[config.mk]
export PLATFORM = sky130hd
export DESIGN_NAME = uart_tx
export DESIGN_NICKNAME = d
export VERILOG_FILES = /design/src/rtl/uart_tx.sv
export SDC_FILE = /design/constraint.sdc
export NUM_CORES = 1
export LEC_CHECK = 0
export ABC_AREA = 1
export ABC_CLOCK_PERIOD_IN_PS = 1700
export BUFFER_PORTS_ARGS = -buffer_cell sky130_fd_sc_hd__buf_2
export CELL_PAD_IN_SITES_DETAIL_PLACEMENT = 1
export CELL_PAD_IN_SITES_GLOBAL_PLACEMENT = 2
export CORE_MARGIN = 3
export CORE_UTILIZATION = 30
export CTS_CLUSTER_SIZE = 16
export DETAILED_ROUTE_END_ITERATION = 12
export PLACE_DENSITY = 0.88
export SLEW_MARGIN = 20
export SYNTH_ARGS = -nofsm -noshare
export SYNTH_HDL_FRONTEND = slang
export SYNTH_SLANG_ARGS = --single-unit
[constraint.sdc]
create_clock -name wb_clk_i -period 1.7 [get_ports wb_clk_i]
set_input_delay 0.34 -clock wb_clk_i [delete_from_list [all_inputs] [get_ports wb_clk_i]]
set_output_delay 0.34 -clock wb_clk_i [all_outputs]
set_load 0.02 [all_outputs]
[src/rtl/uart_tx.sv]
`timescale 1ns/1ps
`default_nettype none

module uart_tx (
	input  wire        wb_clk_i,
	input  wire        reset_i,
	input  wire [7:0]  tx_byte_i,
	input  wire        tx_start_i,
	input  wire [15:0] divisor_i,
	output logic       busy_o,
	output logic       done_o,
	output logic       tx_o
);

	logic [9:0] sh_q;
	logic [15:0] baud_q;
	logic [3:0] bit_q;

	// Frame is stop, data LSB first, start, shifted out from bit 0
	always_ff @(posedge wb_clk_i) begin
		if (reset_i) begin
			sh_q <= '1;
			busy_o <= 1'b0;
			done_o <= 1'b0;
			baud_q <= '0;
			bit_q <= '0;
		end else begin
			done_o <= 1'b0;
			if (!busy_o) begin
				if (tx_start_i) begin
					sh_q <= {1'b1, tx_byte_i, 1'b0};
					baud_q <= divisor_i;
					bit_q <= 4'd9;
					busy_o <= 1'b1;
				end
			end else if (baud_q != 16'd0)
				baud_q <= baud_q - 16'd1;
			else if (bit_q == 4'd0) begin
				// End of stop bit
				busy_o <= 1'b0;
				done_o <= 1'b1;
			end else begin
				sh_q <= {1'b1, sh_q[9:1]};
				bit_q <= bit_q - 4'd1;
				baud_q <= divisor_i;
			end
		end
	end

	assign tx_o = sh_q[0];

endmodule

`default_nettype wire

==> flow_results.org <==
** Worst hold path
- Hold/Removal Path Class :: in2reg

** Synthesis
- After technology mapping, the gate count stands at 289.
- Number of different library cells in the post-synthesis netlist :: 28
- Synth async-reset ratio :: 0%
- Dominant cell type by area after synthesis :: dfxtp_1
- The synthesized netlist devotes 41.3% of its cell area to simple gates.
- Combined area of all synthesized cells :: 1920 um2
- The synthesized netlist devotes 12.8% of its cell area to compound gates.
- Fraction of post-synthesis cell area in the top cell type by area :: 32.3%
- Synth Area in XOR/XNOR :: 3.19%
- Each instance of the synthesized netlist takes up on average 6.65 um2.
- After Yosys synthesis, full adders, half adders and majority gates account for 2.60% of the synthesized area.
- Number of storage elements in the synthesis netlist :: 31
- Leading post-synthesis cells by cell area :: dfxtp_1 32%, nand2_1 19%, nand3_1 6.5%, nor2_1 6.4%, a21oi_2 3.2%
- Count of flip-flops with a built-in enable after synthesis :: 0
- Most instantiated flip-flop cell in the synthesis netlist :: dfxtp_1
- The portion of synthesized area spent on multiplexers is 0%.
- Net count of the mapped netlist :: 320
- Sequential share of the synthesized area :: 32.3%
- Number of warnings printed during yosys synthesis :: 0
- Largest family of logic cells by synthesized area :: simple AND/OR/NAND/NOR gates

** Layout
- In the layout the commonest cells are 95 x nand2_1, 30 x nor2_1, 29 x dfxtp_1, 29 x buf_2, 25 x nand3_1.
- Fill count :: 810
- At the end of the flow, the number of nets in the layout was 362.
- The library cell used most frequently in the layout, excluding fill and tap cells, is nand2_1.
- Number of inserted diodes :: 0
- Design area :: 2360 um2
- Share of layout cells above drive strength 1 :: 27.4%
- Area growth syn-to-layout :: 23.0%

** Floorplanning
- Cell Rows :: 28
- The floorplan step set the die height to 86.0 um.
- During I/O placement, the number of pins put on the boundary was 30.
- Die area :: 7400 um2
- The die is 86.0 um wide.
- Starting Density :: 31.7%
- The floorplan step defined a core boundary enclosing 6060 um2.

** STA
- Clock skew on the completed layout was measured at 0.00604 ns.
- Minimum clock period :: 1.59 ns
- The worst path uses 93.7% of the clock period.
- Setup violations remaining at the end of the flow were counted as 0.
- Setup repair after global routing missed its margin :: true
- Final hold vios :: 0
- Max Clk Rate :: 628 MHz
- In the final timing run, aggregate negative setup slack is 0 ns.
- At the pin with the least slew margin, the transition time is 0.472 ns.
- The worst pin sits at a relative slew slack of 68.5%.
- The tightest hold path in the finished design has a slack of 0.282 ns.
- The count of pins over their slew limit came to 0.

** Drt
- The detail route stage leaves a number of antenna-violating nets equal to 0.
- Number of search-and-repair iterations in the first detailed-routing pass :: 4
- The routed layout has 1953 vias.
- Vias per inst :: 4.80
- Initial detailed-routing violation count :: 56
- DR WL/cell :: 13.1 um
- Wire length after detailed routing :: 5330 um
- Post-route DRC violation count :: 0

** Pwr
- Dividing total power by cell area gives a power density of 1130 nW/um2.
- Static power due to leakage :: 1.08 nW
- The design draws 0.00268 W.
- VDD sags by at most 0.413 mV.

** Global route
- Entering global routing, the biggest net connects 19 pins.
- Number of global-route vias before repair :: 1949
- GRT Total Usage :: 15.1%
- First-pass GRT wire length :: 8960 um
- The number of antenna violations at the first check in global routing was 0.
- Grt total ovfl :: 0

** Setup path
- Worst-path fanout max :: 9
- Worst Path Required :: 1.93 ns
- Worst path max stage delay :: 0.33 ns
- Walking the worst path, the cells encountered are inv_1, ha_1, nand2_1, nor2_4, nand3_2, nand2_4, buf_8, o21ai_0, nand3_1.
- Worst setup SP type :: flop
- Master of the slowest instance on the critical path :: dfxtp_2
- For the worst setup path, the data arrival time is 1.82 ns.
- The worst setup path is captured at a flop.
- Worst setup path class :: reg2reg

** Place
- Final weighted congestion in routability-driven placement :: 0.801
- The placed instances occupy a cell area of 2210 um2.
- Half-perimeter wire length of the detailed placement result :: 3960 um
- Number of buffers added on ports :: 29

** Clock tree
- Maximum clock path buffer count :: 2
- In this run the number of H-tree levels came out at 2.
- Cell at the root of the clock tree :: clkbuf_8
- Clock-pin slew was measured on the worst setup and hold paths at 0.07 ns.
- Counting every sink on the clock net gives 31.
- Skew-Pair Late Insertion Delay :: 0.29 ns
- Clock buffer count from CTS :: 5
- Clock tree from TritonCTS :: built

** Status
- The run finished with clean final reports.

** Run
- Max-cap violations in this run came to 0.
sequential cells by signal (all words and copies together), names as in the netlist:
register	flops
bit_q	4
busy_o	1
done_o	1
sh_q	9
baud_q	16
power by group:
group | internal [W] | leakage, nW | switching [W]
clock | 0.000368 | 0.0505 | 0.000308
combinational | 0.000438 | 0.770 | 0.000630
sequential | 0.000832 | 0.257 | 0.000100
total | 0.00164 | 1.08 | 0.00104
cells by family (layout without fill, tap and decap cells):
| family | after synthesis | count (layout) |
|---|---|---|
| flip-flops | 31 | 31 |
| XOR/XNOR | 7 | 7 |
| AND/OR/NAND/NOR | 179 | 179 |
| adder cells (fa/ha/maj) | 4 | 4 |
| buffers and inverters | 30 | 73 |
| AO/OA/AOI/OAI | 38 | 38 |
path summary, 6_finish.rpt:
| path | startpoint | endpoint | slack (ns) | cells after the start |
|---|---|---|---|---|
| worst max-delay path | baud_q[0]$_SDFFE_PP0P_ | sh_q[8]$_SDFFE_PP1P_ | 0.11 | 9 |
| worst min-delay path | tx_byte_i[2] | sh_q[3]$_SDFFE_PP1P_ | 0.28 | 3 |
| worst max register to register | baud_q[0]$_SDFFE_PP0P_ | sh_q[8]$_SDFFE_PP1P_ | 0.11 | 9 |
| worst min register to register | sh_q[2]$_SDFFE_PP1P_ | sh_q[2]$_SDFFE_PP1P_ | 0.47 | 2 |
per-layer routing:
layer	vias to the layer above	routed length [um]	global-route usage, %
li1	1007	-	-
met1	916	2610	19.5
met2	23	2480	24.8
met3	7	170	3.65
met4	0	75	4.89
met5	-	0	0
layout make-up:
cell class                      count  area [um2]  share of cell area (%)
Multi-Input combinational cell    228        1170                    49.4
Clock buffer                        7        96.3                    4.08
Timing Repair Buffer               47         304                    12.9
Inverter                           18        70.1                    2.96
Sequential cell                    31         623                    26.4
Tap cell                           75        93.8                    3.97
Clock inverter                      1        7.51                   0.318
cell usage after synthesis (3+ instances only):
| library cell | number |
|---|---|
| nand2_1 | 95 |
| nor2_1 | 33 |
| dfxtp_1 | 31 |
| nand3_1 | 25 |
| inv_1 | 16 |
| a21oi_1 | 11 |
| o21ai_0 | 10 |
| or2_2 | 9 |
| a21oi_2 | 7 |
| o211ai_1 | 7 |
| nand3b_1 | 5 |
| xnor2_1 | 5 |
| ha_1 | 4 |
| nor2_2 | 4 |
| buf_2 | 3 |
| buf_4 | 3 |
| buf_6 | 3 |
| clkbuf_1 | 3 |
| nand2_2 | 3 |
worst max-delay path, delay by kind of cell, from the launching register on:
kind            cells  cell delay [ns]
compound gates      1             0.09
flops               1             0.33
simple gates        5             0.65
fa+ha+maj           1             0.19
buf+inv             2             0.26
through the flow:
step,std cells,worst slack (ns),utilization (%)
final,407,0.108,39.0
after global routing,407,-0.0160,39.0
after CTS,405,0.0153,38.2
after detailed placement,397,0.0351,36.5
after global placement,397,0.0807,36.5
after floorplan,289,0.235,-
timing repair:
item	in CTS	in global routing
hold buffers	0	0
setup endpoints to repair	0	23
gates resized for setup	0	12
buffers inserted	0	2
(Power assumes the default switching activity.)
