`src/include/soc_consts.svh`:
```
`ifndef SOC_CONSTS_SVH
`define SOC_CONSTS_SVH

// Wishbone bus widths
`define SOC_DW 32
`define SOC_AW 32

// Address map
`define SOC_RAM_WORDS 1024
`define SOC_RAM_BASE  32'h0000_0000
`define SOC_UART_BASE 32'h9000_0000
`define SOC_UART_SIZE 32'h0000_0010

// JTAG instruction codes and device ID
`define SOC_IR_W      4
`define SOC_IR_IDCODE 4'h2
`define SOC_IR_DEBUG  4'h8
`define SOC_IR_BYPASS 4'hF
`define SOC_IDCODE    32'h1000_0A5D

// Debug data register length
`define SOC_DR_W 69

`endif

```
`src/rtl/soc_pkg.sv`:
```
`default_nettype none
`include "soc_consts.svh"

package soc_pkg;

	// Master to slave
	typedef struct packed {
		logic [`SOC_AW-1:0]   adr;
		logic [`SOC_DW-1:0]   dat;
		logic [`SOC_DW/8-1:0] sel;
		logic                 we;
		logic                 cyc;
		logic                 stb;
	} wb_m2s_t;

	// Slave to master
	typedef struct packed {
		logic [`SOC_DW-1:0] dat;
		logic               ack;
		logic               err;
	} wb_s2m_t;

	// Command as seen after Update-DR, data ends up at the LSB end
	typedef struct packed {
		logic                 we;
		logic [`SOC_DW/8-1:0] sel;
		logic [`SOC_AW-1:0]   adr;
		logic [`SOC_DW-1:0]   dat;
	} dbg_cmd_t;

	// Status loaded at Capture-DR
	typedef struct packed {
		logic                         done;
		logic                         err;
		logic [`SOC_DR_W-`SOC_DW-3:0] pad;
		logic [`SOC_DW-1:0]           dat;
	} dbg_rsp_t;

	typedef union packed {
		dbg_cmd_t cmd;
		dbg_rsp_t rsp;
	} dbg_dr_u;

endpackage

`default_nettype wire

```
`src/rtl/wb_intercon.sv`:
```
`timescale 1ns/1ps
`default_nettype none
`include "soc_consts.svh"

module wb_intercon (
	input  wire                   wb_clk_i,
	input  wire                   reset_i,
	input  wire soc_pkg::wb_m2s_t m_i,
	output soc_pkg::wb_s2m_t      m_o,
	output soc_pkg::wb_m2s_t      ram_o,
	input  wire soc_pkg::wb_s2m_t ram_i,
	output soc_pkg::wb_m2s_t      uart_o,
	input  wire soc_pkg::wb_s2m_t uart_i
);

	localparam logic [`SOC_AW-1:0] ram_span = `SOC_RAM_WORDS * 4;
	localparam logic [`SOC_AW-1:0] uart_mask = ~(`SOC_UART_SIZE - 1);

	logic ram_hit, uart_hit;
	logic err_q;

	// Address decode
	assign ram_hit = (m_i.adr - `SOC_RAM_BASE) < ram_span;
	assign uart_hit = (m_i.adr & uart_mask) == `SOC_UART_BASE;

	always_comb begin
		ram_o = m_i;
		ram_o.stb = m_i.stb & ram_hit;
		uart_o = m_i;
		uart_o.stb = m_i.stb & uart_hit;
		if (ram_hit)
			m_o = ram_i;
		else if (uart_hit)
			m_o = uart_i;
		else
			m_o = '{dat: '0, ack: 1'b0, err: err_q};
	end

	// Error for holes in the map, one cycle after stb
	always_ff @(posedge wb_clk_i) begin
		if (reset_i)
			err_q <= 1'b0;
		else
			err_q <= m_i.cyc & m_i.stb & ~ram_hit & ~uart_hit & ~err_q;
	end

endmodule

`default_nettype wire

```
`config.mk`:
```
export PLATFORM = sky130hd
export DESIGN_NAME = wb_intercon
export DESIGN_NICKNAME = d
export VERILOG_FILES = /design/src/rtl/soc_pkg.sv /design/src/rtl/wb_intercon.sv
export VERILOG_INCLUDE_DIRS = /design/src /design/src/include
export SDC_FILE = /design/constraint.sdc
export NUM_CORES = 1
export LEC_CHECK = 0
export ABC_CLOCK_PERIOD_IN_PS = 1710
export BUFFER_PORTS_ARGS = -buffer_cell sky130_fd_sc_hd__buf_2
export CORE_AREA = 2 2 125 127
export CTS_CLUSTER_SIZE = 12
export DETAILED_ROUTE_END_ITERATION = 8
export DIE_AREA = 0 0 127 129
export HOLD_SLACK_MARGIN = 0.06
export PLACE_DENSITY = 0.39
export SETUP_SLACK_MARGIN = 0.5
export SLEW_MARGIN = 20
export SYNTH_ARGS = -nofsm -noshare
export SYNTH_HDL_FRONTEND = slang
export SYNTH_SLANG_ARGS = --single-unit
```
`constraint.sdc`:
```
create_clock -name wb_clk_i -period 1.71 [get_ports wb_clk_i]
set_input_delay 0.2565 -clock wb_clk_i [delete_from_list [all_inputs] [get_ports wb_clk_i]]
set_output_delay 0.2565 -clock wb_clk_i [all_outputs]
set_load 0.05 [all_outputs]
```
==> flow_summary.json <==
{
  "dp_hpwl_um": 5150,
  "endpoint": "m_o[0]",
  "whs_ns": 0.426,
  "synthXorXnorAreaFrac": 0,
  "synth_compound_area_frac": 0.185,
  "antenna_cells": 0,
  "core_area_um2": 15000,
  "crit_required_ns": 1.45,
  "yosys.area_share.simple": 0.150,
  "largest_reg_flops": 1,
  "synth_adder_area_share": 0,
  "synth_seq_cells": 1,
  "synthTopCellsByArea": "buf_4, a22oi_1, a22oi_2",
  "reg_top3": "err_q x1",
  "io_pins": 317,
  "drive_gt1_frac": 0.944,
  "synth_area_um2": 1730,
  "multi_input_area_um2": 916,
  "dp_cells": 498,
  "p_comb_frac": 0.961,
  "grt_pass1_wl_um": 9560,
  "intPower_mw": 0.253,
  "reg2reg_from": "err_q",
  "busiest_layer": "met2",
  "cap_violations": 0,
  "min_path_type": "register to register",
  "regMostFlops": "err_q",
  "drt_iter0_drc": 45,
  "wire_per_inst_um": 13.4,
  "finalHoldViolCount": 0,
  "violations": "negative setup slack",
  "port_buffers": 193,
  "final_nets": 466,
  "syn_inst": 237,
  "ys_seq_area_frac": 0.0116,
  "dieArea_um2": 16400,
  "critPathKind": "primary input to output pin",
  "endpoint_kind": "output pin",
  "gp_congestion": 0.737,
  "clock_latency_ns": 0,
  "fill_cells": 1656,
  "grt_max_degree": 27,
  "crit_start": "m_i[69]",
  "grt_pass1_vias": 1880,
  "antenna_found_initial": 0,
  "status": "complete, but fails checks",
  "ff2ff_path_depth": 1,
  "row_count": 45,
  "grt.total_usage": 0.0717,
  "seq_power_share": 0.039,
  "fp.dieH_um": 129,
  "ctsHoldBuffers": 0,
  "synth_warnings": 0,
  "worstSetupStartpointType": "primary input",
  "syn-num-nets": 378,
  "synth_top_flop_cell": "dfxtp_1",
  "dpl_cell_area_um2": 2270,
  "area_delta_synth_final_pct": 74.0,
  "fin_area_um2": 3020,
  "avgSynthCellArea_um2": 7.31,
  "total_power_mw": 0.658,
  "p_clk_frac": 0,
  "rsz0062_at_grt": "yes",
  "switching_power_mw": 0.405,
  "pre_cts_ws_ns": -0.272,
  "vdd_drop_max_v": 0.000183,
  "routed_wl_um": 6870,
  "slew_viol_final": 0,
  "netlist.area_leader.share": 0.606,
  "die_x_um": 127,
  "r2r-end": "err_q",
  "skew_ns": 0,
  "avgViaCountPerCell": 3.59,
  "cellPowerDensity_nw_per_um2": 218,
  "async_flop_share": 0,
  "synth_top_family_by_area": "buffers and inverters",
  "worstPathMaxFanout": 3,
  "grt_use_met2": 0.154,
  "antenna_left": 0,
  "post-route-period-util": 1.08,
  "final-seq-area_um2": 20.0,
  "synth_edf_count": 0,
  "max_clock_freq_ghz": 0.542,
  "post-route-drc-count": 0,
  "p_leak_nw": 1.27,
  "setup_viol": 29,
  "met1_usage": 0.0691,
  "tightest_slew_ns": 0.274,
  "setup_slack_ns": -0.136,
  "start_util": 0.116,
  "slew_headroom": 0.817,
  "num_vias": 1832,
  "grt_overflow": 0,
  "synth_most_common_cell": "buf_4",
  "crit_arrival_ns": 1.59,
  "switching_share": 0.615,
  "clk_pin_slew_ns": 0,
  "firstDrtPassIters": 4,
  "ys_types": 22,
  "grt_use_met3": 0.00790,
  "fin_cells": 511,
  "synthMuxAreaShare": 0,
  "fin_crit_ns": 1.85,
  "synth_common_cells": "buf_4, nor2_1, a22oi_1",
  "yosysTopAreaCell": "buf_4",
  "ff2ff_setup_slack_ns": 1.08
}
-- worst max-delay path, cell delays in order --
cell    delay [ns]
buf_8         0.10
buf_6         0.10
or4_4         0.55
o22a_1        0.23
o22a_2        0.20
buf_8         0.15
-- per-stage QoR --
step / setup TNS [ns] / utilization
after floorplan: -3.36 / -
after global placement: -7.53 / 0.151
after detailed placement: -7.85 / 0.151
after CTS: -2.50 / 0.183
after global routing: -3.88 / 0.201
final: -1.06 / 0.201
-- layout make-up --
class / instances / area share
timing repair buffer: 236 / 0.610
multi-input combinational: 85 / 0.304
tap: 188 / 0.0780
sequential: 1 / 0.00664
inverter: 1 / 0.00124
-- layout by cell type, fill, tap and decap left out, types with 3 or more instances in the layout --
cell type | Yosys | routed
a22oi_1 | 23 | 11
a22oi_2 | 10 | 22
buf_12 | 0 | 6
buf_16 | 0 | 4
buf_2 | 5 | 147
buf_4 | 140 | 22
buf_6 | 3 | 45
buf_8 | 1 | 8
clkbuf_16 | 0 | 3
nor2_2 | 2 | 19
nor2_4 | 0 | 12
nor4_4 | 1 | 5
-- power groups by stage --
stage / registers (mW) / logic (mW) / clock network, mW
2_1_floorplan: 0.0251 / 0.922 / 0
3_3_place_gp: 0.0252 / 0.565 / 0
3_5_place_dp: 0.0252 / 0.566 / 0
4_1_cts: 0.0253 / 0.610 / 0
5_1_grt: 0.0255 / 0.661 / 0
6_report: 0.0254 / 0.633 / 0
-- logic make-up (layout without fill, tap and decap cells) --
| kind of cell | count (synthesis) | in the layout |
|---|---|---|
| AND/OR/NAND/NOR | 49 | 49 |
| AO/OA/AOI/OAI | 36 | 36 |
| buffers and inverters | 151 | 237 |
| flip-flops | 1 | 1 |
-- how the worst min path moves through the flow --
stage	start	end	slack (ns)	depth (start not counted)
floorplan	reset_i	err_q	0.33	1
global placement	err_q	err_q	0.40	1
detailed placement	err_q	err_q	0.41	1
CTS	err_q	err_q	0.42	1
global route	reset_i	err_q	0.43	2
finish	err_q	err_q	0.43	1
-- repair_timing --
action	CTS	global route
pin swaps	10	13
cloned	3	3
endpoints found under the setup margin	37	37
gates resized for setup	92	49
setup buffers	7	0
-- routing by layer --
| layer | vias to the layer above | share of wire |
|---|---|---|
| met5 | - | 0 |
| met4 | 0 | 0.034 |
| met3 | 30 | 0.087 |
| met2 | 132 | 0.55 |
| met1 | 833 | 0.32 |
| li1 | 837 | - |
(Power assumes the default switching activity.)
