===== config.mk =====
export PLATFORM = sky130hd
export DESIGN_NAME = uart_regs
export DESIGN_NICKNAME = d
export VERILOG_FILES = /design/src/rtl/soc_pkg.sv /design/src/rtl/uart_regs.sv
export VERILOG_INCLUDE_DIRS = /design/src /design/src/include
export SDC_FILE = /design/constraint.sdc
export NUM_CORES = 1
export LEC_CHECK = 0
export ABC_AREA = 1
export BUFFER_PORTS_ARGS = -buffer_cell sky130_fd_sc_hd__clkbuf_2
export CAP_MARGIN = 25
export CORE_ASPECT_RATIO = 2
export CORE_UTILIZATION = 46
export CTS_BUF_LIST = sky130_fd_sc_hd__clkbuf_2
export CTS_CLUSTER_SIZE = 8
export DETAILED_ROUTE_END_ITERATION = 6
export GPL_TIMING_DRIVEN = 0
export PLACE_DENSITY = 0.88
export SLEW_MARGIN = 20
export SYNTH_ARGS = -nofsm -noshare
export SYNTH_HDL_FRONTEND = slang
export SYNTH_SLANG_ARGS = --single-unit

===== constraint.sdc =====
create_clock -name wb_clk_i -period 3.6 [get_ports wb_clk_i]
set_input_delay 0.72 -clock wb_clk_i [delete_from_list [all_inputs] [get_ports wb_clk_i]]
set_output_delay 0.72 -clock wb_clk_i [all_outputs]
set_load 0.02 [all_outputs]

===== src/include/soc_consts.svh =====
`ifndef SOC_CONSTS_SVH
`define SOC_CONSTS_SVH

// Wishbone bus widths
`define SOC_DW 32
`define SOC_AW 32

// Address map
`define SOC_RAM_WORDS 1024
`define SOC_RAM_BASE  32'h0000_0000
`define SOC_UART_BASE 32'h9000_0000
`define SOC_UART_SIZE 32'h0000_0010

// JTAG instruction codes and device ID
`define SOC_IR_W      4
`define SOC_IR_IDCODE 4'h2
`define SOC_IR_DEBUG  4'h8
`define SOC_IR_BYPASS 4'hF
`define SOC_IDCODE    32'h1000_0A5D

// Debug data register length
`define SOC_DR_W 69

`endif


===== src/rtl/soc_pkg.sv =====
`default_nettype none
`include "soc_consts.svh"

package soc_pkg;

	// Master to slave
	typedef struct packed {
		logic [`SOC_AW-1:0]   adr;
		logic [`SOC_DW-1:0]   dat;
		logic [`SOC_DW/8-1:0] sel;
		logic                 we;
		logic                 cyc;
		logic                 stb;
	} wb_m2s_t;

	// Slave to master
	typedef struct packed {
		logic [`SOC_DW-1:0] dat;
		logic               ack;
		logic               err;
	} wb_s2m_t;

	// Command as seen after Update-DR, data ends up at the LSB end
	typedef struct packed {
		logic                 we;
		logic [`SOC_DW/8-1:0] sel;
		logic [`SOC_AW-1:0]   adr;
		logic [`SOC_DW-1:0]   dat;
	} dbg_cmd_t;

	// Status loaded at Capture-DR
	typedef struct packed {
		logic                         done;
		logic                         err;
		logic [`SOC_DR_W-`SOC_DW-3:0] pad;
		logic [`SOC_DW-1:0]           dat;
	} dbg_rsp_t;

	typedef union packed {
		dbg_cmd_t cmd;
		dbg_rsp_t rsp;
	} dbg_dr_u;

endpackage

`default_nettype wire


===== src/rtl/uart_regs.sv =====
`timescale 1ns/1ps
`default_nettype none
`include "soc_consts.svh"

module uart_regs (
	input  wire                   wb_clk_i,
	input  wire                   reset_i,
	input  wire soc_pkg::wb_m2s_t wb_i,
	output soc_pkg::wb_s2m_t      wb_o,
	output logic [7:0]            tx_byte_o,
	output logic                  tx_start_o,
	output logic [15:0]           divisor_o,
	input  wire                   tx_busy_i,
	input  wire                   tx_done_i,
	output logic                  irq_o
);

	logic access, wr, busy;
	logic ack_q, irq_en_q, irq_pend_q;
	logic [`SOC_DW-1:0] rd_val, rdat_q;

	assign access = wb_i.cyc & wb_i.stb & ~ack_q;
	assign wr = access & wb_i.we;
	// Busy already in the start cycle
	assign busy = tx_busy_i | tx_start_o;

	always_ff @(posedge wb_clk_i) begin
		if (reset_i) begin
			ack_q <= 1'b0;
			tx_start_o <= 1'b0;
			divisor_o <= 16'd3;
			irq_en_q <= 1'b0;
			irq_pend_q <= 1'b0;
		end else begin
			ack_q <= access;
			tx_start_o <= wr && wb_i.adr[3:2] == 2'd0 && !busy;
			if (wr && wb_i.adr[3:2] == 2'd2)
				divisor_o <= wb_i.dat[15:0];
			if (wr && wb_i.adr[3:2] == 2'd3)
				irq_en_q <= wb_i.dat[0];
			// Set wins over a clear in the same cycle
			if (tx_done_i)
				irq_pend_q <= 1'b1;
			else if (wr && wb_i.adr[3:2] == 2'd1 && wb_i.dat[1])
				irq_pend_q <= 1'b0;
		end
	end

	always_comb begin
		rd_val = '0;
		case (wb_i.adr[3:2])
		2'd1: rd_val[1:0] = {irq_pend_q, busy};
		2'd2: rd_val[15:0] = divisor_o;
		2'd3: rd_val[0] = irq_en_q;
		default: ;
		endcase
	end

	always_ff @(posedge wb_clk_i) begin
		if (wr && wb_i.adr[3:2] == 2'd0 && !busy)
			tx_byte_o <= wb_i.dat[7:0];
		if (access)
			rdat_q <= rd_val;
	end

	assign wb_o = '{dat: rdat_q, ack: ack_q, err: 1'b0};
	assign irq_o = irq_pend_q & irq_en_q;

endmodule

`default_nettype wire


==> impl_summary.log <==
INFO  metric num_antenna_cells = 0
INFO  metric critical_path.max_fanout = 4
INFO  metric critical_path.cell_chain = buf_4, clkbuf_2
INFO  metric place_congestion = 0.918
INFO  metric route.detailed.wl_per_inst = 11.1 um
INFO  metric timing.critical_path.to_type = output port
INFO  metric cts_inserted_buffers = 5
INFO  metric via_count_of_the_first_global_routing_pass = around 1.5k
INFO  metric hpwl_after_detailed_placement = 3.10 mm
INFO  metric tightest_slew = roughly 0.70 ns
INFO  metric grt_first_pass_wirelength = 6.52 mm
INFO  metric worst_hold_path_type = reg2reg
INFO  metric drt_drc_violations_left = 0
INFO  metric die_w = just under 50 um
INFO  metric critPathKind = reg2out
INFO  metric period_share = about 52%
INFO  metric worst_rel_slew_slack = around 53%
INFO  metric antenna_found_initial = 0
INFO  metric power_leakage = approximately 1.4 nW
INFO  metric final_max_slew_viol_count = 0
INFO  metric overflow = 0
INFO  metric worst_clock_skew_on_the_final_layout = between 0.005 and 0.006 ns
INFO  metric resized_after_cts = 0
INFO  metric crit_arrival = 1.15 ns
INFO  metric clockBufferDepth = 2
INFO  metric wirelength = 4.00 mm
INFO  metric fillers = roughly 380
INFO  metric setup_repair_after_global_routing_missed_its_margin = false
INFO  metric growth_of_design_area_from_synthesis_to_finish = 26.4%
INFO  metric postRouteAntennaNets = 0
INFO  metric io_pins = approximately 140
INFO  metric vdd.ir_drop.worst = around 0.23 mV
INFO  metric syn-cell-area = between 1500 and 2000 um2
INFO  metric setup_viol = 0
INFO  metric layout_min_cycle_time = ~1.9 ns
INFO  metric globalRouteTotalUtil = between 10% and 20%
INFO  metric path_clk_slew = 0.20 ns
INFO  metric async_reset_ff_share = 0%
INFO  metric synthDominantCellAreaShare = a little over a third
INFO  metric yosys.cell_count.top_type = nand2_1
INFO  metric synth_warnings = 0
INFO  metric fp.dieH = 94.9 um
INFO  metric timing.setup.tns = 0 ns
INFO  metric clkLatencyLatePin = 0.38 ns
INFO  metric min_path_cells = 2
INFO  metric synth_area_per_cell = 9.16 um2
INFO  metric postCtsSetupRepairBufs = 0
INFO  metric finish.net_count = between 300 and 400
INFO  metric core-area = about 4100 um2
INFO  metric synth_edf_count = 24
INFO  metric start_kind = flop
INFO  metric fp.dieArea = about 4600 um2
INFO  metric row_count = 33
INFO  metric routed-via-count = 1655
INFO  metric cts-hold-fix-buffers = 0
INFO  metric synth_top_flop_cell = edfxtp_1
INFO  metric finish.cell_count_without_fillers = approximately 360
INFO  metric ys_types = 24
INFO  metric ys_top_cells_by_area = edfxtp_1 (36%), dfxtp_1 (20%), nand2_1 (7.6%), buf_4 (7.2%), inv_1 (7.0%)
INFO  metric dp.cells = roughly 350
INFO  metric ys_seq_area_share = 56.4%
INFO  metric outcome = complete, no violations
INFO  metric initial_utilization = about half
INFO  metric critical_path_s_largest_stage_delay = between 0.4 and 0.5 ns
INFO  metric critical_path_required = ~2.9 ns
INFO  metric first_pass_iters = 5
INFO  metric vias_per_cell = between 4 and 5
INFO  metric post-synth-top-area-cell = edfxtp_1
INFO  metric syn_inst = around 220
INFO  metric final_layout_size_suffix_gt1_share = about a third
INFO  metric cts_htree_levels = 2
INFO  metric clock.fmax = about 540 MHz
INFO  metric drv_cap = 0
INFO  metric clock_sink_count = 44
INFO  metric powerDensity = between 300 and 400 nW/um2
INFO  metric synth.ff_latch_count = 44
INFO  metric pin_count_of_the_biggest_net_entering_global_routing = 26
INFO  metric cpMaxStageDelayCell = dfxtp_1
INFO  metric r2r.worst_path.cells = 3
INFO  metric drt_first_iter_violations = 52
INFO  metric numPortBuffers = between 60 and 70
INFO  metric root_buffer_cell = clkbuf_2
INFO  metric tritoncts = yes
INFO  metric final-hold-violation-count = 0
INFO  metric synth.cells.most_frequent = nand2_1 (40), inv_1 (37), nor2_1 (28)
[final cells by class]
type	count	area [um2]	area share (%)
clock inverter	2	35.0	1.39
timing repair buffer	66	330	13.1
multi-input combinational	124	603	24.0
inverter	38	143	5.68
tap	52	65.1	2.59
sequential	44	1120	44.6
buffer	27	185	7.37
clock buffer	6	30.0	1.20
[worst paths after layout]
check,endpoint,slack [ns],start
worst max register to register,tx_byte_o[3],1.97,ack_q
worst max-delay path,wb_o[1],1.73,ack_q
worst min-delay path,irq_pend_q,0.49,irq_pend_q
worst min register to register,irq_pend_q,0.49,irq_pend_q
[critical path: cells and delay by family (launching register included)]
| kind | cells | cell delay [ns] |
|---|---|---|
| flip-flops | 1 | 0.47 |
| buffers and inverters | 2 | 0.29 |
[flip-flops by register name, summed over array words and instances (netlist names)]
signal,count
tx_byte_o,8
rdat_q,16
irq_en_q,1
tx_start_o,1
ack_q,1
irq_pend_q,1
divisor_o,16
[logic make-up after synthesis]
logic type	share of synthesized area, %
flip-flops	56.4
other	0.189
AO/OA/AOI/OAI	1.20
AND/OR/NAND/NOR	22.5
buffers and inverters	16.5
adder cells (fa/ha/maj)	3.15
[where the power goes]
| group | internal (mW) | switching [mW] |
|---|---|---|
| registers | 0.542 | 0.00630 |
| logic | 0.0447 | 0.0813 |
| clock network | 0.120 | 0.147 |
| total | 0.706 | 0.234 |
[cells in the final DEF, fill, tap and decap left out, types with 2 or more instances in the layout]
cell      synthesis  final
conb_1            1     17
inv_1            37     37
nand4_1          15     15
buf_4            19     19
buf_2             4      4
nor2_4            2      2
dfxtp_1          20     20
nor3_1            3      2
edfxtp_1         24     24
nand2_1          40     40
nor2_1           28     28
clkbuf_2          0     72
a21oi_1           2      2
nand3_1           5      5
ha_1              5      5
clkbuf_1          3      3
[routing by layer]
layer | vias up | part of all wire (%) | GRT usage, %
met5 | - | 0 | 0
met4 | 0 | 2.0 | 11.0
met3 | 9 | 6.4 | 3.70
met2 | 88 | 55 | 35.9
met1 | 733 | 37 | 17.9
li1 | 825 | - | -
[stage by stage]
step	util (%)	power (mW)	setup slack (ns)	area, um2	hold WS, ns
floorplan	-	0.646	1.57	2050	0.447
global placement	59.2	0.682	1.05	2440	0.470
detailed placement	59.3	0.684	1.43	2450	0.477
CTS	60.8	0.944	1.71	2510	0.489
global route	60.8	0.976	1.65	2510	0.473
finish	60.8	0.941	1.73	2510	0.494
(Power assumes the default switching activity.)
