### src/include/soc_consts.svh
`ifndef SOC_CONSTS_SVH
`define SOC_CONSTS_SVH

// Wishbone bus widths
`define SOC_DW 32
`define SOC_AW 32

// Address map
`define SOC_RAM_WORDS 1024
`define SOC_RAM_BASE  32'h0000_0000
`define SOC_UART_BASE 32'h9000_0000
`define SOC_UART_SIZE 32'h0000_0010

// JTAG instruction codes and device ID
`define SOC_IR_W      4
`define SOC_IR_IDCODE 4'h2
`define SOC_IR_DEBUG  4'h8
`define SOC_IR_BYPASS 4'hF
`define SOC_IDCODE    32'h1000_0A5D

// Debug data register length
`define SOC_DR_W 69

`endif

### src/rtl/soc_pkg.sv
`default_nettype none
`include "soc_consts.svh"

package soc_pkg;

	// Master to slave
	typedef struct packed {
		logic [`SOC_AW-1:0]   adr;
		logic [`SOC_DW-1:0]   dat;
		logic [`SOC_DW/8-1:0] sel;
		logic                 we;
		logic                 cyc;
		logic                 stb;
	} wb_m2s_t;

	// Slave to master
	typedef struct packed {
		logic [`SOC_DW-1:0] dat;
		logic               ack;
		logic               err;
	} wb_s2m_t;

	// Command as seen after Update-DR, data ends up at the LSB end
	typedef struct packed {
		logic                 we;
		logic [`SOC_DW/8-1:0] sel;
		logic [`SOC_AW-1:0]   adr;
		logic [`SOC_DW-1:0]   dat;
	} dbg_cmd_t;

	// Status loaded at Capture-DR
	typedef struct packed {
		logic                         done;
		logic                         err;
		logic [`SOC_DR_W-`SOC_DW-3:0] pad;
		logic [`SOC_DW-1:0]           dat;
	} dbg_rsp_t;

	typedef union packed {
		dbg_cmd_t cmd;
		dbg_rsp_t rsp;
	} dbg_dr_u;

endpackage

`default_nettype wire

### src/rtl/dbg_wb_master.sv
`timescale 1ns/1ps
`default_nettype none
`include "soc_consts.svh"

module dbg_wb_master (
	input  wire                   wb_clk_i,
	input  wire                   reset_i,
	input  wire                   tck_rise_i,
	input  wire                   tdi_i,
	input  wire                   capture_dr_i,
	input  wire                   shift_dr_i,
	input  wire                   update_dr_i,
	output logic                  tdo_o,
	output soc_pkg::wb_m2s_t      wb_o,
	input  wire soc_pkg::wb_s2m_t wb_i
);

	soc_pkg::dbg_dr_u dr_q;
	soc_pkg::dbg_rsp_t rsp_q;

	// Data register, LSB goes out first
	always_ff @(posedge wb_clk_i) begin
		if (tck_rise_i) begin
			if (capture_dr_i)
				dr_q.rsp <= rsp_q;
			else if (shift_dr_i)
				dr_q <= {tdi_i, dr_q[`SOC_DR_W-1:1]};
		end
	end

	assign tdo_o = dr_q[0];

	////////////////////
	// Bus cycle
	////////////////////
	always_ff @(posedge wb_clk_i) begin
		if (reset_i) begin
			wb_o.cyc <= 1'b0;
			wb_o.stb <= 1'b0;
			rsp_q <= '0;
		end else if (wb_o.cyc) begin
			// Cycle ends on ack or err, response kept for the next capture
			if (wb_i.ack || wb_i.err) begin
				wb_o.cyc <= 1'b0;
				wb_o.stb <= 1'b0;
				rsp_q.done <= 1'b1;
				rsp_q.err <= wb_i.err;
				rsp_q.dat <= wb_i.dat;
			end
		end else if (tck_rise_i && update_dr_i) begin
			wb_o.adr <= dr_q.cmd.adr;
			wb_o.dat <= dr_q.cmd.dat;
			wb_o.sel <= dr_q.cmd.sel;
			wb_o.we <= dr_q.cmd.we;
			wb_o.cyc <= 1'b1;
			wb_o.stb <= 1'b1;
			rsp_q.done <= 1'b0;
		end
	end

endmodule

`default_nettype wire

### config.mk
export PLATFORM = sky130hd
export DESIGN_NAME = dbg_wb_master
export DESIGN_NICKNAME = d
export VERILOG_FILES = /design/src/rtl/soc_pkg.sv /design/src/rtl/dbg_wb_master.sv
export VERILOG_INCLUDE_DIRS = /design/src /design/src/include
export SDC_FILE = /design/constraint.sdc
export NUM_CORES = 1
export LEC_CHECK = 0
export ABC_AREA = 1
export BUFFER_PORTS_ARGS = -buffer_cell sky130_fd_sc_hd__buf_2
export CAP_MARGIN = 20
export CELL_PAD_IN_SITES_DETAIL_PLACEMENT = 1
export CELL_PAD_IN_SITES_GLOBAL_PLACEMENT = 2
export CORE_ASPECT_RATIO = 0.8
export CORE_MARGIN = 4
export CORE_UTILIZATION = 25
export DETAILED_ROUTE_END_ITERATION = 7
export GPL_ROUTABILITY_DRIVEN = 0
export GPL_TIMING_DRIVEN = 0
export PLACE_DENSITY_LB_ADDON = 0.1
export SYNTH_ARGS = -nofsm -noshare
export SYNTH_HDL_FRONTEND = slang
export SYNTH_SLANG_ARGS = --single-unit
### constraint.sdc
create_clock -name wb_clk_i -period 3.3 [get_ports wb_clk_i]
set_input_delay 0.165 -clock wb_clk_i [delete_from_list [all_inputs] [get_ports wb_clk_i]]
set_output_delay 0.165 -clock wb_clk_i [all_outputs]
set_load 0.05 [all_outputs]
==> metrics.csv, run 1 <==
metric;value;unit
die_area;28300;µm²
cts_hold_buf;0;
synth_nets;593;
final_cells;1021;
synth-compound-area-share;0.00508;
min_period;1.90;ns
ctsResizeCount;0;
area_growth;24.9;%
synthSimpleGateAreaFrac;0.170;
io_buffer_count;111;
synthAdderAreaFrac;0;
finalHoldViolCount;0;
status;finished, final reports clean;
syn_inst;552;
cts_made_buffers;17;
rr_worst_depth;5;
clkTransAtPathRegs;0.08;ns
antenna_found_initial;0;
r2r-end;wb_o[22]$_DFFE_PP_;
first_global_vias;4324;
hold_path.class;in -> reg;
crit_end;wb_o[22]$_DFFE_PP_;
rows;52;
grt_max_degree;49;
fin_skew;0.0145;ns
num-fill-cells;2862;
yosysWarnings;0;
arrival;2.01;ns
cp_max_fo;35;
dr.pass1.iters;4;
setup_violations;0;
cts.htree.levels;4;
diodes;0;
startpoint;wb_o[1]$_SDFF_PP0_;
critPathCaptureType;register;
synthMuxAreaShare;0;
r2r_setup_slack;1.40;ns
final_cell_mix;edfxtp_1 (138), nand2_1 (136), buf_2 (122);
clk_latency;0.43;ns
ys_seq_area_frac;0.760;
worstReg2RegStart;wb_o[1]$_SDFF_PP0_;
cts_sinks;174;
max-vdd-ir-drop;331;µV
pwr_density_cell;609;nW/µm²
synth-xor-area-share;0;
via_per_inst;3.94;
vias;4024;
max_freq;527;MHz
worstMarginPinSlew;0.601;ns
cts-root-buf;clkbuf_16;
fin_util;0.317;
die_x;187;µm
rsz0062_at_grt;no;
ios;113;
routed_wl;15300;µm
drt_iter0_drc;224;
ys_seq_elements;174;
start_util;0.254;
core_area;25200;µm²
ctsLongestPathBuffers;2;
syn_area_per_cell;11.6;µm²
critical_path_class;reg -> reg;
worstSetupStartpointType;register;
place_hpwl;10400;µm
die_h;151;µm
wl_per_cell;14.9;µm
final_common_cell;edfxtp_1;
drc;0;
maxCapViolCount;0;
cts_tree;yes;
ant_nets;0;
synth_cell_types;18;
min_period_over_period;0.575;
relSlewSlack;0.599;
synth_top_family_by_area;simple AND/OR/NAND/NOR gates;
drv_slew;0;
crit_required;3.41;ns
syn_area;6400;µm²
track_usage;0.112;
place_inst;989;
fin_nets;725;
cts_setup_buffers;0;
gr-total-overflow;0;
power.leakage;3.40;nW
drive_above_1_share;0.244;
grt_pass1_wl;24400;µm
## layer usage
| metal | vias to the layer above | GRT usage | share of wire |
|---|---|---|---|
| li1 | 2023 | - | - |
| met5 | - | 0 | 0 |
| met1 | 1917 | 0.154 | 0.50 |
| met2 | 74 | 0.173 | 0.45 |
| met3 | 10 | 0.0309 | 0.043 |
| met4 | 0 | 0.0344 | 0.012 |
## sequential cells by signal, indices dropped and copies added, names as in the netlist
signal and cells:
dr_q 69, rsp_q 34, wb_o 71
## kinds of logic after synthesis
| kind of cell | Yosys count |
|---|---|
| DFF | 174 |
| and+or+nand+nor | 273 |
| AOI/OAI and AO/OA | 6 |
| buffers and inverters | 99 |
## through the flow
| step | hold WS (ns) | power, mW | cell area [µm²] | worst slack [ns] | TNS [ns] |
|---|---|---|---|---|---|
| finish | 0.0542 | 4.87 | 8000 | 1.40 | 0 |
| global route | 0.0765 | 5.09 | 8000 | 1.28 | 0 |
| CTS | 0.0420 | 4.95 | 8000 | 1.36 | 0 |
| detailed placement | 0.433 | 2.96 | 7420 | 1.36 | 0 |
| global placement | 0.431 | 2.96 | 7360 | -0.579 | -46.35 |
| floorplan | 0.350 | 2.82 | 6400 | 0.582 | 0 |
## power breakdown
group | leakage (nW) | internal [mW] | switching (mW)
registers | 1.61 | 2.49 | 0.0470
clock network | 0.271 | 1.01 | 0.964
logic | 1.51 | 0.0991 | 0.266
## worst max-delay path, stage by stage (launching register included)
cell     delay (ns)
dfxtp_1        0.32
buf_4          0.18
inv_2          0.12
nand4_1        0.21
inv_4          0.43
buf_12         0.28
## worst min path at each step
stage                                  end                    from  cells past startpoint
CTS                 rsp_q[11]$_SDFFE_PP0P_                wb_i[13]                      5
floorplan            rsp_q[0]$_SDFFE_PP0P_                 reset_i                      3
finish              rsp_q[11]$_SDFFE_PP0P_                wb_i[13]                      5
detailed placement      wb_o[53]$_DFFE_PP_  dr_q[46]$_SDFFCE_PP0P_                      0
global route            dr_q[68]$_DFFE_PP_                   tdi_i                      3
global placement        wb_o[54]$_DFFE_PP_  dr_q[47]$_SDFFCE_PP0P_                      0
## final cells by class
type	count	area, µm²	share of cell area
clock buffers	17	425	0.0532
clock inverters	15	149	0.0186
flip-flops and latches	174	4860	0.608
inverters	75	284	0.0355
repair buffers	113	603	0.0754
plain buffers	24	134	0.0167
multi-input cells	279	1130	0.141
well taps	324	405	0.0507
## Yosys cell counts (all sizes together)
master  count  share of area
edfxtp    138           0.65
nand2     136          0.080
nor2      101          0.062
inv        75          0.044
dfxtp      36           0.11
nand3      35          0.027
buf        17          0.017
clkbuf      7         0.0041
o21ai       3         0.0023
a21oi       2         0.0016
nand4       1        0.00098
o21a        1         0.0012
Note: power is estimated with default switching activity, not from simulation.
==> run 2: changes to the inputs <==
ABC_AREA = 0   (was 1)
clock period = 1.85 ns   (was 3.3 ns; I/O delays follow)
==> run 2 against run 1 <==
Compared with the run above:
- critical path depth fell by 1
- first-iteration DRC count fell by 50%
- flip-flop and latch count did not move
- clock skew fell by 0.0052 ns
- routed wire length fell by 6.6%
- die area fell by 0.24%
- non-clock buffer count rose by 32
- clock-buffer cell count did not move
- register-to-register slack got worse by 1.2 ns
- critical endpoint is now wb_o[64]$_DFFE_PP_
- final cell count fell by 14%
==> metrics.csv, run 2 <==
metric;value;unit;change
track_usage;0.105;;was 0.112
clkTransAtPathRegs;0.07;ns;was 0.08 ns
synthTopCellsByCount;edfxtp_1 (138), nand2b_1 (66), dfxtp_1 (36);;was edfxtp_1 (138), nand2_1 (136), nor2_1 (99)
arrival;1.81;ns;was 2.01 ns
cts.htree.levels;4;;unchanged
crit_required;1.97;ns;was 3.41 ns
ant_nets;0;;unchanged
rsz0062_at_grt;no;;unchanged
drv_slew;0;;unchanged
clk_latency;0.43;ns;about the same
cts-root-buf;clkbuf_16;;unchanged
synth_cell_types;17;;was 18
cts_setup_buffers;0;;unchanged
drc;0;;unchanged
synth_edf_count;138;;unchanged
final_cells;878;;was 1021
via_per_inst;3.99;;was 3.94
cp_slowest_cell;dfxtp_4;;was inv_4
largest_reg_flops;71;;unchanged
max-vdd-ir-drop;538;µV;was 331 µV
maxCapViolCount;0;;unchanged
die_h;151;µm;about the same
core_area;25200;µm²;unchanged
setup_violations;0;;unchanged
die_x;187;µm;about the same
syn_inst;372;;was 552
yosysWarnings;0;;unchanged
start_util;0.253;;was 0.254
drt_iter0_drc;113;;was 224
area_growth;32.1;%;was 24.9%
fin_skew;0.00924;ns;was 0.0145 ns
ys_seq_area_frac;0.762;;was 0.760
largestRegisters;wb_o x71, dr_q x69, rsp_q x34;;unchanged
min_period_over_period;0.910;;was 0.575
fin_util;0.334;;was 0.317
hold_depth;3;;was 5
seq_area;4870;µm²;was 4860 µm²
rows;52;;unchanged
gr-total-overflow;0;;unchanged
whs;0.0536;ns;was 0.0542 ns
finalHoldViolCount;0;;unchanged
cts_tree;yes;;unchanged
grt_max_degree;70;;was 49
rr_worst_depth;4;;was 5
antenna_found_initial;0;;unchanged
critical_path_class;reg -> reg;;unchanged
syn_area_per_cell;17.2;µm²;was 11.6 µm²
power.leakage;3.07;nW;was 3.40 nW
routed_wl;14200;µm;was 15300 µm
min_period;1.68;ns;was 1.90 ns
synth_nets;413;;was 593
wl_per_cell;16.2;µm;was 14.9 µm
critical_path.top_delay_family;buffers and inverters;;unchanged
vias;3499;;was 4024
num-fill-cells;2668;;was 2862
relSlewSlack;0.685;;was 0.599
first_global_vias;3847;;was 4324
hold_path.class;in -> reg;;unchanged
final_common_cell;edfxtp_1;;unchanged
async_reset_ff_frac;0;;unchanged
top_register;wb_o;;unchanged
place_hpwl;9120;µm;was 10400 µm
ios;113;;unchanged
yosysMostFrequentCell;edfxtp_1;;unchanged
synth_top_area_cell;edfxtp_1;;unchanged
cp_max_fo;35;;unchanged
fin_nets;582;;was 725
multi_input_area;1430;µm²;was 1130 µm²
place_inst;808;;was 989
drive_above_1_share;0.348;;was 0.244
final_cell_mix;edfxtp_1 (138), buf_2 (115), nand2b_1 (66);;was edfxtp_1 (138), nand2_1 (136), buf_2 (122)
diodes;0;;unchanged
critPathCaptureType;register;;unchanged
worstSetupStartpointType;register;;unchanged
critPathBufInv;3;;was 4
ys_seq_elements;174;;unchanged
timing.critical_path.mode_cell;buf_12;;
die_area;28200;µm²;was 28300 µm²
syn_area;6390;µm²;was 6400 µm²
cp_slowest_stage_delay;0.37;ns;was 0.43 ns
cts_sinks;174;;unchanged
ctsLongestPathBuffers;2;;unchanged
critical_path_cell_count;4;;was 5
pwr_density_cell;1060;nW/µm²;was 609 nW/µm²
grt_pass1_wl;22700;µm;was 24400 µm
setup_tns;0;ns;unchanged
synthTopCellsByArea;edfxtp_1 (65%), dfxtp_1 (11%), nand2b_1 (6.5%);;was edfxtp_1 (65%), dfxtp_1 (11%), nand2_1 (8.0%)
synth-main-ff-cell;edfxtp_1;;unchanged
cts_made_buffers;17;;unchanged
dr.pass1.iters;4;;unchanged
status;finished, final reports clean;;unchanged
worstMarginPinSlew;0.473;ns;was 0.601 ns
io_buffer_count;110;;was 111
cp_cell_sequence;nand4bb_4 -> clkinvlp_4 -> buf_12 -> buf_12;;was buf_4 -> inv_2 -> nand4_1 -> inv_4 -> buf_12
max_freq;594;MHz;was 527 MHz
synth_top_area_share;0.649;;was 0.647
==> run 2: cells by family after synthesis <==
kind of cell,after synthesis,synth area share
AO/OA/AOI/OAI,6,0.00705
buffers and inverters,22,0.0186
flip-flops,174,0.762
multiplexers,66,0.110
AND/OR/NAND/NOR,104,0.102
==> run 2: per-layer routing <==
| metal | up-vias | share of wire | GRT usage |
|---|---|---|---|
| li1 | 1673 | - | - |
| met1 | 1731 | 0.50 | 0.144 |
| met2 | 82 | 0.45 | 0.159 |
| met3 | 13 | 0.043 | 0.0318 |
| met4 | 0 | 0.013 | 0.0355 |
| met5 | - | 0 | 0 |
==> run 2: area by class of cell <==
class	instances	area share
Buffer	19	0.0128
Clock buffer	17	0.0504
Clock inverter	15	0.0236
Inverter	3	0.00178
Multi-Input combinational cell	176	0.169
Sequential cell	174	0.577
Tap cell	324	0.0481
Timing Repair Buffer	150	0.117
==> run 2: power by group <==
part           total (mW)  switching, mW  internal [mW]
registers            4.50         0.0748           4.42
clock network        3.81           1.73           2.07
logic               0.661          0.395          0.265
==> run 2: what timing repair did <==
item,CTS,global route
hold buffers,37,0
endpoints found under the setup margin,0,0
resized for setup,0,0
hold endpoints to repair,36,0
==> run 2: final timing paths <==
kind                     startpoint              endpoint  slack (ns)
max reg2reg      wb_o[1]$_SDFF_PP0_    wb_o[64]$_DFFE_PP_        0.17
min                      tck_rise_i  wb_o[0]$_SDFFE_PP0P_        0.05
max              wb_o[1]$_SDFF_PP0_    wb_o[64]$_DFFE_PP_        0.17
min reg2reg  dr_q[59]$_SDFFCE_PP0P_    wb_o[66]$_DFFE_PP_        0.45
==> run 2: through the flow <==
| step | power, mW | setup slack [ns] | cell area [µm²] |
|---|---|---|---|
| 2_1_floorplan | 4.98 | -0.165 | 6420 |
| 3_3_place_gp | 5.18 | -1.05 | 7370 |
| 3_5_place_dp | 5.20 | -0.333 | 7410 |
| 4_1_cts | 9.11 | 0.129 | 8410 |
| 5_1_grt | 9.32 | 0.0700 | 8440 |
| 6_report | 8.97 | 0.167 | 8440 |
==> run 2: tightest hold or removal path, stage by stage <==
cell       delay (ns)
buf_2            0.15
nand4bb_4        0.13
o21ai_1          0.07
==> run 3: changes to the inputs <==
CTS_BUF_LIST = sky130_fd_sc_hd__clkbuf_2 sky130_fd_sc_hd__clkbuf_4 sky130_fd_sc_hd__clkbuf_8   (was default)
==> run 3 against run 2 <==
Compared with the run above:
- non-clock buffer count up 1
- sequential share of layout area up 1.3 points
- global-route usage down 0.11 points
- critical endpoint is now wb_o[41]$_DFFE_PP_
- fmax down 0.19%
- clock power down 25%
- clock skew up 0.0033 ns
- routed wire length down 0.19%
- total power down 10%
- hold slack better by 0.033 ns
- largest cell class unchanged
- core utilization down 0.72 points
- critical path type unchanged
- final cell count up 0.11%
==> metrics.csv, run 3 (same netlist as run 2, synthesis figures left out) <==
metric;value;unit;change
startpoint;wb_o[1]$_SDFF_PP0_;;unchanged
arrival;1.84;ns;was 1.81 ns
final_cell_mix;edfxtp_1 (138), buf_2 (115), nand2b_1 (66);;unchanged
rows;52;;unchanged
die_h;151;µm;unchanged
total_power;8.03;mW;was 8.97 mW
cts_made_buffers;17;;unchanged
route.top_layer_used;met4;;unchanged
cts.htree.levels;4;;unchanged
io_buffer_count;110;;unchanged
place_hpwl;9120;µm;unchanged
drc;0;;unchanged
wl_met2;6370;µm;about the same
vias;3479;;was 3499
setup_violations;0;;unchanged
rr_worst_depth;4;;unchanged
r2r_setup_slack;0.16;ns;was 0.17 ns
die_x;187;µm;unchanged
hold_path.class;in -> reg;;unchanged
crit_required;2.00;ns;was 1.97 ns
power.leakage;2.99;nW;was 3.07 nW
fin_skew;0.0125;ns;was 0.00924 ns
largestRegisters;wb_o x71, dr_q x69, rsp_q x34;;unchanged
drt_iter0_drc;117;;was 113
area_growth;29.3;%;was 32.1%
gr-total-overflow;0;;unchanged
ctsLongestPathBuffers;2;;unchanged
relSlewSlack;0.681;;was 0.685
die_area;28200;µm²;unchanged
route.met3.wl;622;µm;was 610 µm
final_area;8250;µm²;was 8440 µm²
wirelength_met1;7100;µm;was 7080 µm
rsz0062_at_grt;no;;unchanged
maxCapViolCount;0;;unchanged
critPathBufInv;3;;unchanged
routed_wl;14200;µm;about the same
critical_path.top_delay_family;buffers and inverters;;unchanged
antenna_found_initial;0;;unchanged
first_global_vias;3852;;was 3847
cp_slowest_stage_delay;0.38;ns;was 0.37 ns
cts_sinks;174;;unchanged
dp_worst_setup_slack;-0.333;ns;unchanged
pwr_density_cell;973;nW/µm²;was 1060 nW/µm²
fin_nets;583;;was 582
largest_reg_flops;71;;unchanged
top_register;wb_o;;unchanged
ios;113;;unchanged
grt_pass1_wl;22600;µm;was 22700 µm
worstMarginPinSlew;0.478;ns;was 0.473 ns
worstHoldStart;tck_rise_i;;unchanged
finalHoldViolCount;0;;unchanged
worstSetupStartpointType;register;;unchanged
critical_path_class;reg -> reg;;unchanged
hold_depth;3;;unchanged
cp_slowest_cell;dfxtp_4;;unchanged
grt_max_degree;70;;unchanged
critPathCaptureType;register;;unchanged
max_freq;593;MHz;was 594 MHz
placement.cell_area;7410;µm²;unchanged
final_common_cell;edfxtp_1;;unchanged
cts_tree;yes;;unchanged
clk_latency;0.45;ns;was 0.43 ns
max-vdd-ir-drop;374;µV;was 538 µV
worstReg2RegStart;wb_o[1]$_SDFF_PP0_;;unchanged
start_util;0.253;;unchanged
cp_max_fo;35;;unchanged
track_usage;0.104;;was 0.105
clkTransAtPathRegs;0.10;ns;was 0.07 ns
wl_per_cell;16.2;µm;about the same
min_period;1.69;ns;was 1.68 ns
dr.pass1.iters;4;;unchanged
core_area;25200;µm²;unchanged
cp_cell_sequence;nand4bb_4 -> clkinvlp_4 -> buf_12 -> buf_12;;unchanged
drive_above_1_share;0.348;;about the same
status;finished, final reports clean;;unchanged
ant_nets;0;;unchanged
timing.critical_path.mode_cell;buf_12;;unchanged
cts-root-buf;clkbuf_8;;was clkbuf_16
worst_slack;0.164;ns;was 0.167 ns
whs_endpoint;rsp_q[68]$_SDFFE_PP0P_;;was wb_o[0]$_SDFFE_PP0P_
r2r-end;wb_o[41]$_DFFE_PP_;;was wb_o[64]$_DFFE_PP_
cts_setup_buffers;0;;unchanged
diodes;0;;unchanged
via_per_inst;3.96;;was 3.99
drv_slew;0;;unchanged
min_period_over_period;0.911;;was 0.910
run 3: worst max path at each step:
stage,endpoint,slack [ns],cells past startpoint
2_1_floorplan,wb_o[10]$_DFFE_PP_,-0.16,2
3_3_place_gp,wb_o[62]$_DFFE_PP_,-1.05,3
3_5_place_dp,dr_q[5]$_DFFE_PP_,-0.33,3
4_1_cts,wb_o[64]$_DFFE_PP_,0.13,4
5_1_grt,wb_o[41]$_DFFE_PP_,0.06,4
6_report,wb_o[41]$_DFFE_PP_,0.16,4
run 3: cell type report:
class / instances / area (µm²)
fill: 2686 / 17000
sequential: 174 / 4870
multi-input combinational: 176 / 1430
timing repair buffer: 151 / 998
tap: 324 / 405
clock buffer: 17 / 234
clock inverter: 15 / 199
buffer: 19 / 108
inverter: 3 / 15.0
run 3: power breakdown:
group	switching (mW)	internal (mW)	leakage, nW
sequential	0.0754	4.42	1.61
combinational	0.395	0.266	1.16
clock	1.59	1.28	0.212
run 3: layer usage:
metal / vias up / track usage
met4: 0 / 0.0255
li1: 1672 / -
met5: - / 0
met1: 1726 / 0.144
met2: 75 / 0.159
met3: 6 / 0.0339
run 3: timing repair:
item,in CTS,in global routing
hold buffers,38,0
endpoints found under the hold margin,37,0
gates resized for setup,0,0
run 3: per-stage QoR:
stage               utilization  TNS, ns  hold slack, ns  cells
floorplan                     -   -11.36           0.172    372
global placement          0.292   -95.12           0.293    806
detailed placement        0.294   -22.73           0.308    808
CTS                       0.326        0          0.0501    878
global route              0.327        0          0.0514    879
finish                    0.327        0          0.0864    879
run 3: tightest hold or removal path, stage by stage:
cell and delay (ns):
buf_2 0.15, nand2_1 0.09, o221a_2 0.17
